`config.mk`:
```
export PLATFORM = sky130hd
export DESIGN_NAME = ntm_inverter_top
export DESIGN_NICKNAME = d
export VERILOG_FILES = /design/src/source/ntm_arith_pkg.sv /design/src/source/ntm_ctrl_pkg.sv /design/src/source/ntm_inverter_top.sv /design/src/source/ntm_matrix_inverter.sv /design/src/source/ntm_scalar_inverter.sv /design/src/source/ntm_config_regs.sv
export SDC_FILE = /design/constraint.sdc
export NUM_CORES = 2
export LEC_CHECK = 0
export BUFFER_PORTS_ARGS = -buffer_cell sky130_fd_sc_hd__buf_2
export CORE_UTILIZATION = 64
export DETAILED_ROUTE_END_ITERATION = 10
export GPL_TIMING_DRIVEN = 0
export PLACE_DENSITY = 0.82
export SLEW_MARGIN = 30
export SYNTH_ARGS = -nofsm -noshare
export SYNTH_HDL_FRONTEND = slang
export SYNTH_HIERARCHICAL = 1
export SYNTH_SLANG_ARGS = --single-unit
```
`constraint.sdc`:
```
create_clock -name CLK -period 9.7 [get_ports CLK]
set_input_delay 1.94 -clock CLK [delete_from_list [all_inputs] [get_ports CLK]]
set_output_delay 1.94 -clock CLK [all_outputs]
set_load 0.05 [all_outputs]
```
`src/source/ntm_arith_pkg.sv`:
```
`default_nettype none

package ntm_arith_pkg;

  ///////////////////////////////////////////////////////////////////////
  // Data word
  ///////////////////////////////////////////////////////////////////////

  // Width of every matrix element and of the modulus
  parameter int WORD_W = 32;

  typedef logic [WORD_W-1:0] word_t;

  ///////////////////////////////////////////////////////////////////////
  // Element stream
  ///////////////////////////////////////////////////////////////////////

  // One matrix element, row-major order
  typedef struct packed {
    word_t value;
  } elem_in_t;

  // Inverse plus the stream markers
  typedef struct packed {
    word_t value;
    logic  has_inverse;  // Zero value when clear
    logic  row_end;      // Last column of a row
    logic  matrix_end;   // Last element of the matrix
  } elem_out_t;

  ///////////////////////////////////////////////////////////////////////
  // Scalar inverter link
  ///////////////////////////////////////////////////////////////////////

  // Operand and odd modulus
  typedef struct packed {
    word_t operand;
    word_t modulus;
  } inv_req_t;

  // Inverse, valid only with has_inverse
  typedef struct packed {
    word_t value;
    logic  has_inverse;
  } inv_res_t;

endpackage

`default_nettype wire
```
`src/source/ntm_ctrl_pkg.sv`:
```
`default_nettype none

package ntm_ctrl_pkg;

  import ntm_arith_pkg::*;

  // Width of each dimension field
  parameter int DIM_W_MAX = 16;

  // Register select
  typedef enum logic [0:0] {
    ADDR_MODULUS = 1'b0,
    ADDR_DIMS    = 1'b1
  } cfg_addr_e;

  // Matrix shape
  typedef struct packed {
    logic [DIM_W_MAX-1:0] rows;
    logic [DIM_W_MAX-1:0] cols;
  } dims_t;

  // Write word, meaning set by the address
  typedef union packed {
    word_t modulus;
    dims_t dims;
  } cfg_data_u;

  // One configuration write
  typedef struct packed {
    cfg_addr_e addr;
    cfg_data_u data;
  } cfg_req_t;

  // Register contents seen by the sequencer
  typedef struct packed {
    word_t modulus;
    dims_t dims;
  } cfg_view_t;

endpackage

`default_nettype wire

```
`src/source/ntm_inverter_top.sv`:
```
`default_nettype none
`timescale 1ns/100ps

module ntm_inverter_top #(
  parameter int DIM_SIZE = 16
) (
  input  logic                     CLK,
  input  logic                     RST,
  // Configuration port
  input  logic                     cfg_req_valid,
  input  ntm_ctrl_pkg::cfg_req_t   cfg_req,
  output logic                     cfg_ack,
  // Run control
  input  logic                     start,
  output logic                     busy,
  // Element stream
  input  logic                     elem_valid,
  input  ntm_arith_pkg::elem_in_t  elem_in,
  output logic                     elem_ready,
  output logic                     out_valid,
  output ntm_arith_pkg::elem_out_t elem_out
);

  import ntm_arith_pkg::*;
  import ntm_ctrl_pkg::*;

  // Register view steering the sequencer
  cfg_view_t cfg_view;

  // Sequencer to scalar inverter
  logic     inv_start;
  inv_req_t inv_req;
  logic     inv_done;
  inv_res_t inv_res;

  ///////////////////////////////////////////////////////////////////////
  // Register block beside the sequencer
  ///////////////////////////////////////////////////////////////////////

  ntm_config_regs u_config_regs (
    .CLK           (CLK),
    .RST           (RST),
    .cfg_req_valid (cfg_req_valid),
    .cfg_req       (cfg_req),
    .cfg_ack       (cfg_ack),
    .cfg_view      (cfg_view)
  );

  ntm_matrix_inverter #(
    .DIM_SIZE (DIM_SIZE)
  ) u_matrix_inverter (
    .CLK        (CLK),
    .RST        (RST),
    .start      (start),
    .busy       (busy),
    .cfg_view   (cfg_view),
    .elem_valid (elem_valid),
    .elem_in    (elem_in),
    .elem_ready (elem_ready),
    .inv_start  (inv_start),
    .inv_req    (inv_req),
    .inv_done   (inv_done),
    .inv_res    (inv_res),
    .out_valid  (out_valid),
    .elem_out   (elem_out)
  );

  // Variable latency, done pulse closes each element
  ntm_scalar_inverter u_scalar_inverter (
    .CLK       (CLK),
    .RST       (RST),
    .inv_start (inv_start),
    .inv_req   (inv_req),
    .inv_done  (inv_done),
    .inv_res   (inv_res)
  );

endmodule

`default_nettype wire

```
`src/source/ntm_matrix_inverter.sv`:
```
`default_nettype none
`timescale 1ns/100ps

module ntm_matrix_inverter #(
  parameter int DIM_SIZE = 16
) (
  input  logic                      CLK,
  input  logic                      RST,
  // Control
  input  logic                      start,
  output logic                      busy,
  input  ntm_ctrl_pkg::cfg_view_t   cfg_view,
  // Element input
  input  logic                      elem_valid,
  input  ntm_arith_pkg::elem_in_t   elem_in,
  output logic                      elem_ready,
  // Scalar inverter
  output logic                      inv_start,
  output ntm_arith_pkg::inv_req_t   inv_req,
  input  logic                      inv_done,
  input  ntm_arith_pkg::inv_res_t   inv_res,
  // Result stream
  output logic                      out_valid,
  output ntm_arith_pkg::elem_out_t  elem_out
);

  import ntm_arith_pkg::*;

  ///////////////////////////////////////////////////////////////////////
  // Sequencer state
  ///////////////////////////////////////////////////////////////////////

  typedef enum logic [1:0] {
    S_IDLE      = 2'd0,
    S_WAIT_ELEM = 2'd1,
    S_WAIT_INV  = 2'd2,
    S_EMIT      = 2'd3   // Last result on the output
  } seq_state_e;

  seq_state_e state;

  // Settings copied at start
  word_t               mod_q;
  logic [DIM_SIZE-1:0] rows_q;
  logic [DIM_SIZE-1:0] cols_q;

  // Position of the element in flight
  logic [DIM_SIZE-1:0] row_cnt;
  logic [DIM_SIZE-1:0] col_cnt;

  logic elem_take;
  logic last_col;
  logic last_row;

  assign busy       = (state != S_IDLE);
  assign elem_ready = (state == S_WAIT_ELEM);
  assign elem_take  = elem_valid && elem_ready;
  assign last_col   = (col_cnt == cols_q - 1'b1);
  assign last_row   = (row_cnt == rows_q - 1'b1);

  // Control
  always_ff @(posedge CLK or posedge RST) begin
    if (RST) begin
      state     <= S_IDLE;
      inv_start <= 1'b0;
      out_valid <= 1'b0;
      row_cnt   <= '0;
      col_cnt   <= '0;
    end else begin
      inv_start <= 1'b0;
      out_valid <= 1'b0;
      case (state)
        S_IDLE: begin
          if (start) begin
            row_cnt <= '0;
            col_cnt <= '0;
            state   <= S_WAIT_ELEM;
          end
        end
        S_WAIT_ELEM: begin
          if (elem_take) begin
            inv_start <= 1'b1;
            state     <= S_WAIT_INV;
          end
        end
        S_WAIT_INV: begin
          if (inv_done) begin
            out_valid <= 1'b1;
            // Step row-major, wrap the column
            if (last_col) begin
              col_cnt <= '0;
              row_cnt <= row_cnt + 1'b1;
            end else begin
              col_cnt <= col_cnt + 1'b1;
            end
            state <= (last_col && last_row) ? S_EMIT : S_WAIT_ELEM;
          end
        end
        S_EMIT: state <= S_IDLE;
        default: state <= S_IDLE;
      endcase
    end
  end

  // Payload
  always_ff @(posedge CLK) begin
    if (start && (state == S_IDLE)) begin
      mod_q  <= cfg_view.modulus;
      rows_q <= cfg_view.dims.rows[DIM_SIZE-1:0];
      cols_q <= cfg_view.dims.cols[DIM_SIZE-1:0];
    end
    // Pair each element with the latched modulus
    if (elem_take) begin
      inv_req.operand <= elem_in.value;
      inv_req.modulus <= mod_q;
    end
    if (inv_done && (state == S_WAIT_INV)) begin
      elem_out.value       <= inv_res.value;
      elem_out.has_inverse <= inv_res.has_inverse;
      elem_out.row_end     <= last_col;
      elem_out.matrix_end  <= last_col && last_row;
    end
  end

endmodule

`default_nettype wire

```
`src/source/ntm_scalar_inverter.sv`:
```
`default_nettype none
`timescale 1ns/100ps

module ntm_scalar_inverter (
  input  logic                    CLK,
  input  logic                    RST,
  // Request
  input  logic                    inv_start,
  input  ntm_arith_pkg::inv_req_t inv_req,
  // Result
  output logic                    inv_done,
  output ntm_arith_pkg::inv_res_t inv_res
);

  import ntm_arith_pkg::*;

  ///////////////////////////////////////////////////////////////////////
  // Modular helpers, odd modulus only
  ///////////////////////////////////////////////////////////////////////

  // x/2 mod m, add m first when x is odd
  function automatic word_t mod_half(input word_t x, input word_t m);
    logic [WORD_W:0] s;
    s = x[0] ? ({1'b0, x} + {1'b0, m}) : {1'b0, x};
    return s[WORD_W:1];
  endfunction

  // (a-b) mod m for a, b below m
  function automatic word_t mod_sub(input word_t a, input word_t b, input word_t m);
    logic [WORD_W:0] d;
    if (a >= b) begin
      d = {1'b0, a} - {1'b0, b};
    end else begin
      d = {1'b0, a} + {1'b0, m} - {1'b0, b};
    end
    return d[WORD_W-1:0];
  endfunction

  ///////////////////////////////////////////////////////////////////////
  // State
  ///////////////////////////////////////////////////////////////////////

  typedef enum logic {
    S_IDLE,
    S_RUN
  } inv_state_e;

  inv_state_e state;

  // Invariants x1*a = u and x2*a = v, all mod m
  word_t u;
  word_t v;
  word_t x1;
  word_t x2;
  word_t m_q;

  // Loop ends once either value is zero
  logic  finished;
  word_t gcd;
  word_t coef;
  logic  gcd_one;

  assign finished = (u == '0) || (v == '0);
  // Surviving value is the gcd, its coefficient the inverse
  assign gcd      = (u == '0) ? v : u;
  assign coef     = (u == '0) ? x2 : x1;
  assign gcd_one  = (gcd == word_t'(1));

  // Control
  always_ff @(posedge CLK or posedge RST) begin
    if (RST) begin
      state    <= S_IDLE;
      inv_done <= 1'b0;
    end else begin
      inv_done <= 1'b0;
      case (state)
        S_IDLE: if (inv_start) state <= S_RUN;
        S_RUN: begin
          if (finished) begin
            inv_done <= 1'b1;
            state    <= S_IDLE;
          end
        end
        default: state <= S_IDLE;
      endcase
    end
  end

  // Datapath, one reduction step per cycle
  always_ff @(posedge CLK) begin
    if (state == S_IDLE) begin
      if (inv_start) begin
        u   <= inv_req.operand;
        v   <= inv_req.modulus;
        x1  <= word_t'(1);
        x2  <= '0;
        m_q <= inv_req.modulus;
      end
    end else if (finished) begin
      inv_res.has_inverse <= gcd_one;
      inv_res.value       <= gcd_one ? coef : '0;
    end else if (!u[0]) begin
      u  <= u >> 1;
      x1 <= mod_half(x1, m_q);
    end else if (!v[0]) begin
      v  <= v >> 1;
      x2 <= mod_half(x2, m_q);
    end else if (u >= v) begin
      // Odd minus odd is even, halve in the same step
      u  <= (u - v) >> 1;
      x1 <= mod_half(mod_sub(x1, x2, m_q), m_q);
    end else begin
      v  <= (v - u) >> 1;
      x2 <= mod_half(mod_sub(x2, x1, m_q), m_q);
    end
  end

endmodule

`default_nettype wire

```
`src/source/ntm_config_regs.sv`:
```
`default_nettype none
`timescale 1ns/100ps

module ntm_config_regs (
  input  logic                   CLK,
  input  logic                   RST,
  // Four-phase write port
  input  logic                   cfg_req_valid,
  input  ntm_ctrl_pkg::cfg_req_t cfg_req,
  output logic                   cfg_ack,
  // Settings to the sequencer
  output ntm_ctrl_pkg::cfg_view_t cfg_view
);

  import ntm_ctrl_pkg::*;

  ///////////////////////////////////////////////////////////////////////
  // Handshake engine
  ///////////////////////////////////////////////////////////////////////

  typedef enum logic {
    HS_IDLE,  // Waiting for req
    HS_ACK    // Ack held until req drops
  } hs_state_e;

  // Power-up settings, modulus 3 on a 1x1 matrix
  localparam cfg_view_t VIEW_RST = '{
    modulus: 32'd3,
    dims:    '{rows: 16'd1, cols: 16'd1}
  };

  hs_state_e hs_state;

  // Ack is the state itself, so it is always registered
  assign cfg_ack = (hs_state == HS_ACK);

  always_ff @(posedge CLK or posedge RST) begin
    if (RST) begin
      hs_state <= HS_IDLE;
      cfg_view <= VIEW_RST;
    end else begin
      case (hs_state)
        HS_IDLE: begin
          if (cfg_req_valid) begin
            // Same word, two readings
            case (cfg_req.addr)
              ADDR_MODULUS: cfg_view.modulus <= cfg_req.data.modulus;
              ADDR_DIMS:    cfg_view.dims    <= cfg_req.data.dims;
              default:      cfg_view         <= cfg_view;
            endcase
            hs_state <= HS_ACK;
          end
        end
        HS_ACK: begin
          // Release once req is seen low
          if (!cfg_req_valid) begin
            hs_state <= HS_IDLE;
          end
        end
        default: begin
          hs_state <= HS_IDLE;
        end
      endcase
    end
  end

endmodule

`default_nettype wire

```
==> impl_metrics.prom <==
# TYPE chip_impl_metric gauge
chip_impl_metric{name="dp_slack",unit="ps"} 1700
chip_impl_metric{name="cp_data_arrival_time",unit="ps"} 8730
chip_impl_metric{name="report.final.hold_viol_count",unit=""} 0
chip_impl_metric{name="finalCriticalPeriod",unit="ps"} 8390
chip_impl_info{name="synth_top_area_cell",value="edfxtp_1"} 1
chip_impl_metric{name="wire_length_of_the_first_global_routing_pass",unit="um"} 196000
chip_impl_metric{name="grt_usage",unit=""} 0.439
chip_impl_metric{name="io_buffer_count",unit=""} 108
chip_impl_metric{name="r2r_setup_slack",unit="ps"} 1310
chip_impl_info{name="crit_type",value="reg -> reg"} 1
chip_impl_info{name="clockRootBuffer",value="clkbuf_16"} 1
chip_impl_info{name="worst_hold_path_class",value="reg -> reg"} 1
chip_impl_metric{name="final_worst_path_period_share",unit=""} 0.865
chip_impl_metric{name="num_rows",unit=""} 87
chip_impl_metric{name="avgSynthCellArea",unit="um2"} 9.29
chip_impl_metric{name="detailedRoute.firstPassIterationCount",unit=""} 7
chip_impl_metric{name="synth_fp_nets",unit=""} 4383
chip_impl_metric{name="post_synth_inst_count",unit=""} 3982
chip_impl_metric{name="clkLatencyLatePin",unit="ps"} 640
chip_impl_info{name="layout_common_cells",value="a21oi_1, edfxtp_1, nor2_1"} 1
chip_impl_metric{name="routedWlPerCell",unit="um"} 26.7
chip_impl_metric{name="worst_ep_required_time",unit="ps"} 10040
chip_impl_metric{name="synth_cell_type_count",unit=""} 112
chip_impl_metric{name="layout.area.seq",unit="um2"} 13300
chip_impl_metric{name="routed_wl",unit="um"} 132000
chip_impl_metric{name="drv_slew",unit=""} 0
chip_impl_metric{name="ctsHoldBuffers",unit=""} 0
chip_impl_metric{name="clk_transition_reported_paths",unit="ps"} 70
chip_impl_metric{name="grt_max_degree",unit=""} 50
chip_impl_metric{name="post_cts.repair.setup_buffers",unit=""} 0
chip_impl_metric{name="worst_path_largest_cell_delay",unit="ps"} 630
chip_impl_metric{name="timing.slew.headroom",unit=""} 0.267
chip_impl_metric{name="synthesis.yosys.warnings",unit=""} 6
chip_impl_metric{name="worst_slack",unit="ps"} 1310
chip_impl_info{name="crit_path_top_delay_cell",value="edfxtp_1"} 1
chip_impl_info{name="crit-reg2reg-launch",value="u_scalar_inverter/m_q[0]$_DFFE_PP_"} 1
chip_impl_info{name="most_common_library_cell_in_the_layout_ignoring_fill_and_taps",value="a21oi_1"} 1
chip_impl_metric{name="ctsLongestPathBuffers",unit=""} 3
chip_impl_info{name="start_kind",value="register"} 1
chip_impl_metric{name="multi_input_comb_area",unit="um2"} 22200
chip_impl_info{name="cts_tree",value="yes"} 1
chip_impl_metric{name="setup-violations-final",unit=""} 0
chip_impl_metric{name="critical_path_fanout_max",unit=""} 7
chip_impl_metric{name="critical_path_buf_inv_count",unit=""} 2
chip_impl_metric{name="die_height",unit="um"} 242
chip_impl_metric{name="fp.dieW",unit="um"} 242
chip_impl_metric{name="edff_count_synth",unit=""} 356
chip_impl_info{name="ys.flop_type",value="edfxtp_1"} 1
chip_impl_info{name="grt_setup_unrepaired",value="false"} 1
chip_impl_metric{name="number_of_register_bits_inferred_by_synthesis",unit=""} 459
chip_impl_info{name="timing.critical_path.max_delay_family",value="simple AND/OR/NAND/NOR gates"} 1
chip_impl_info{name="timing.hold.worst.start",value="u_scalar_inverter/inv_res[30]$_SDFFCE_PN0P_"} 1
chip_impl_info{name="regToRegEndpoint",value="u_scalar_inverter/x1[29]$_SDFFCE_PN0P_"} 1
chip_impl_metric{name="tritoncts.num_buffers",unit=""} 51
chip_impl_metric{name="fillers",unit=""} 4250
chip_impl_metric{name="core",unit="um2"} 56700
chip_impl_metric{name="syn-cell-area",unit="um2"} 37000
chip_impl_metric{name="synthToLayoutAreaGrowth",unit="%"} 9.96
chip_impl_metric{name="clock_sinks",unit=""} 459
chip_impl_metric{name="crit_cells",unit=""} 32
chip_impl_metric{name="hold-path-cell-count",unit=""} 0
chip_impl_metric{name="asyncSetResetFlopFracSynth",unit=""} 0.224
chip_impl_info{name="run_status",value="complete, no violations"} 1
chip_impl_metric{name="skew",unit="ps"} 34.9
chip_impl_metric{name="cts.repair.resized",unit=""} 0
chip_impl_metric{name="ant_nets",unit=""} 0
chip_impl_info{name="timing.critical_path.to_type",value="register"} 1
chip_impl_metric{name="drt_drc_violations_left",unit=""} 0
chip_impl_metric{name="vias_per_cell",unit=""} 6.94
chip_impl_metric{name="finish.net_count",unit=""} 4557
chip_impl_metric{name="maximum_level_of_the_cts_h_tree",unit=""} 2
chip_impl_metric{name="place.gp.congestion",unit=""} 1.03
chip_impl_metric{name="register_area_share_after_synthesis",unit=""} 0.359
chip_impl_metric{name="number_of_cell_instances_on_the_worst_register_to_register_path",unit=""} 32
chip_impl_metric{name="layout-drive-gt1-share",unit=""} 0.109
chip_impl_metric{name="floorplan.initialDensity",unit=""} 0.652
chip_impl_info{name="min_delay_endpoint",value="u_matrix_inverter/elem_out[32]$_DFFE_PP_"} 1
chip_impl_metric{name="detailedPlacementHpwl",unit="um"} 100000
chip_impl_metric{name="worst_pin_slew",unit="ps"} 1100
chip_impl_metric{name="synth.top_cell.area_share",unit=""} 0.289
chip_impl_metric{name="number_of_global_route_vias_before_repair",unit=""} 33022
chip_impl_metric{name="number_of_antenna_diodes",unit=""} 0
chip_impl_metric{name="number_of_antenna_violations_at_the_first_check_in_global_routing",unit=""} 2
chip_impl_info{name="synthTopCellsByArea",value="edfxtp_1, ha_1, dfrtp_1"} 1
chip_impl_metric{name="timing.hold.ws",unit="ps"} 416
chip_impl_metric{name="final.setup.tns",unit="ps"} 0
chip_impl_metric{name="drtIter0Drc",unit=""} 4165
chip_impl_metric{name="io-pin-count",unit=""} 109
chip_impl_metric{name="total_die_area",unit="um2"} 58800
chip_impl_metric{name="max_cap_violations",unit=""} 0
chip_impl_metric{name="grt.overflow.total",unit=""} 0
chip_impl_metric{name="achievable-frequency",unit="MHz"} 119
chip_impl_metric{name="dr_total_vias",unit=""} 34410
[through the flow]
step | utilization | std cells | area, um2
after floorplan | - | 3982 | 37000
after global placement | 0.678 | 4846 | 38500
after detailed placement | 0.685 | 4859 | 38800
after CTS | 0.717 | 4955 | 40700
after global routing | 0.717 | 4955 | 40700
final | 0.717 | 4955 | 40700
[cells in the mapped netlist, drive strengths merged, types with 46 or more instances]
cell type	number
nor2	344
dfrtp	99
xor2	98
nand4	60
ha	321
or3	46
o21bai	48
a221oi	52
clkbuf	112
xnor2	195
buf	53
edfxtp	356
a21o	127
nand2	270
a31oi	66
a21oi	366
o21a	59
a211oi	51
o21ai	233
nor3	60
mux2i	50
mux2	73
inv	232
nand3	84
[area by class of cell]
| class | count | area share |
|---|---|---|
| Buffer | 165 | 0.0186 |
| Timing Repair Buffer | 121 | 0.0208 |
| Clock inverter | 41 | 0.0129 |
| Tap cell | 756 | 0.0233 |
| Multi-Input combinational cell | 3126 | 0.545 |
| Clock buffer | 55 | 0.0320 |
| Inverter | 232 | 0.0215 |
| Sequential cell | 459 | 0.326 |
[registers in the layout, summed over array words and instances, names as in the netlist]
| signal | cells |
|---|---|
| u_config_regs/cfg_view | 64 |
| u_matrix_inverter/inv_req | 64 |
| u_matrix_inverter/elem_out | 35 |
| u_scalar_inverter/inv_res | 33 |
| u_matrix_inverter/mod_q | 32 |
| u_scalar_inverter/m_q | 32 |
| u_scalar_inverter/u | 32 |
| u_scalar_inverter/v | 32 |
| u_scalar_inverter/x1 | 32 |
| u_scalar_inverter/x2 | 32 |
| u_matrix_inverter/col_cnt | 16 |
| u_matrix_inverter/cols_q | 16 |
| u_matrix_inverter/row_cnt | 16 |
| u_matrix_inverter/rows_q | 16 |
| u_matrix_inverter/state | 2 |
| u_config_regs/cfg_ack | 1 |
| u_matrix_inverter/inv_start | 1 |
| u_matrix_inverter/out_valid | 1 |
| u_scalar_inverter/inv_done | 1 |
| u_scalar_inverter/state | 1 |
[how the worst max path moves through the flow]
stage,to,startpoint,slack [ps]
2_1_floorplan,u_scalar_inverter/v[10]$_DFFE_PP_,u_scalar_inverter/u[0]$_DFFE_PP_,1110
3_3_place_gp,u_scalar_inverter/x2[1]$_SDFFCE_PN0P_,u_scalar_inverter/u[0]$_DFFE_PP_,-3710
3_5_place_dp,u_scalar_inverter/x1[29]$_SDFFCE_PN0P_,u_scalar_inverter/m_q[0]$_DFFE_PP_,1700
4_1_cts,u_scalar_inverter/x1[29]$_SDFFCE_PN0P_,u_scalar_inverter/m_q[0]$_DFFE_PP_,1620
5_1_grt,u_scalar_inverter/x1[31]$_SDFFCE_PN0P_,u_scalar_inverter/m_q[0]$_DFFE_PP_,1100
6_report,u_scalar_inverter/x1[29]$_SDFFCE_PN0P_,u_scalar_inverter/m_q[0]$_DFFE_PP_,1310
[cell families after synthesis]
| kind of cell | synth area share |
|---|---|
| flip-flops | 0.359 |
| XOR/XNOR | 0.0700 |
| multiplexers | 0.0358 |
| AND/OR/NAND/NOR | 0.145 |
| buffers and inverters | 0.0437 |
| adder cells (fa/ha/maj) | 0.114 |
| AO/OA/AOI/OAI | 0.232 |
[routing by layer]
metal	routed length, um	vias to the layer above	track usage	share of wire
met5	34	-	0	0.00026
met4	10300	4	0.296	0.078
met3	14500	577	0.0792	0.11
met2	59200	2424	0.697	0.45
met1	48300	16152	0.547	0.36
li1	-	15253	-	-
Power is left out: the tool's default activity adds up to more than one toggle a clock period on the data nets, which glitch-free logic cannot reach.
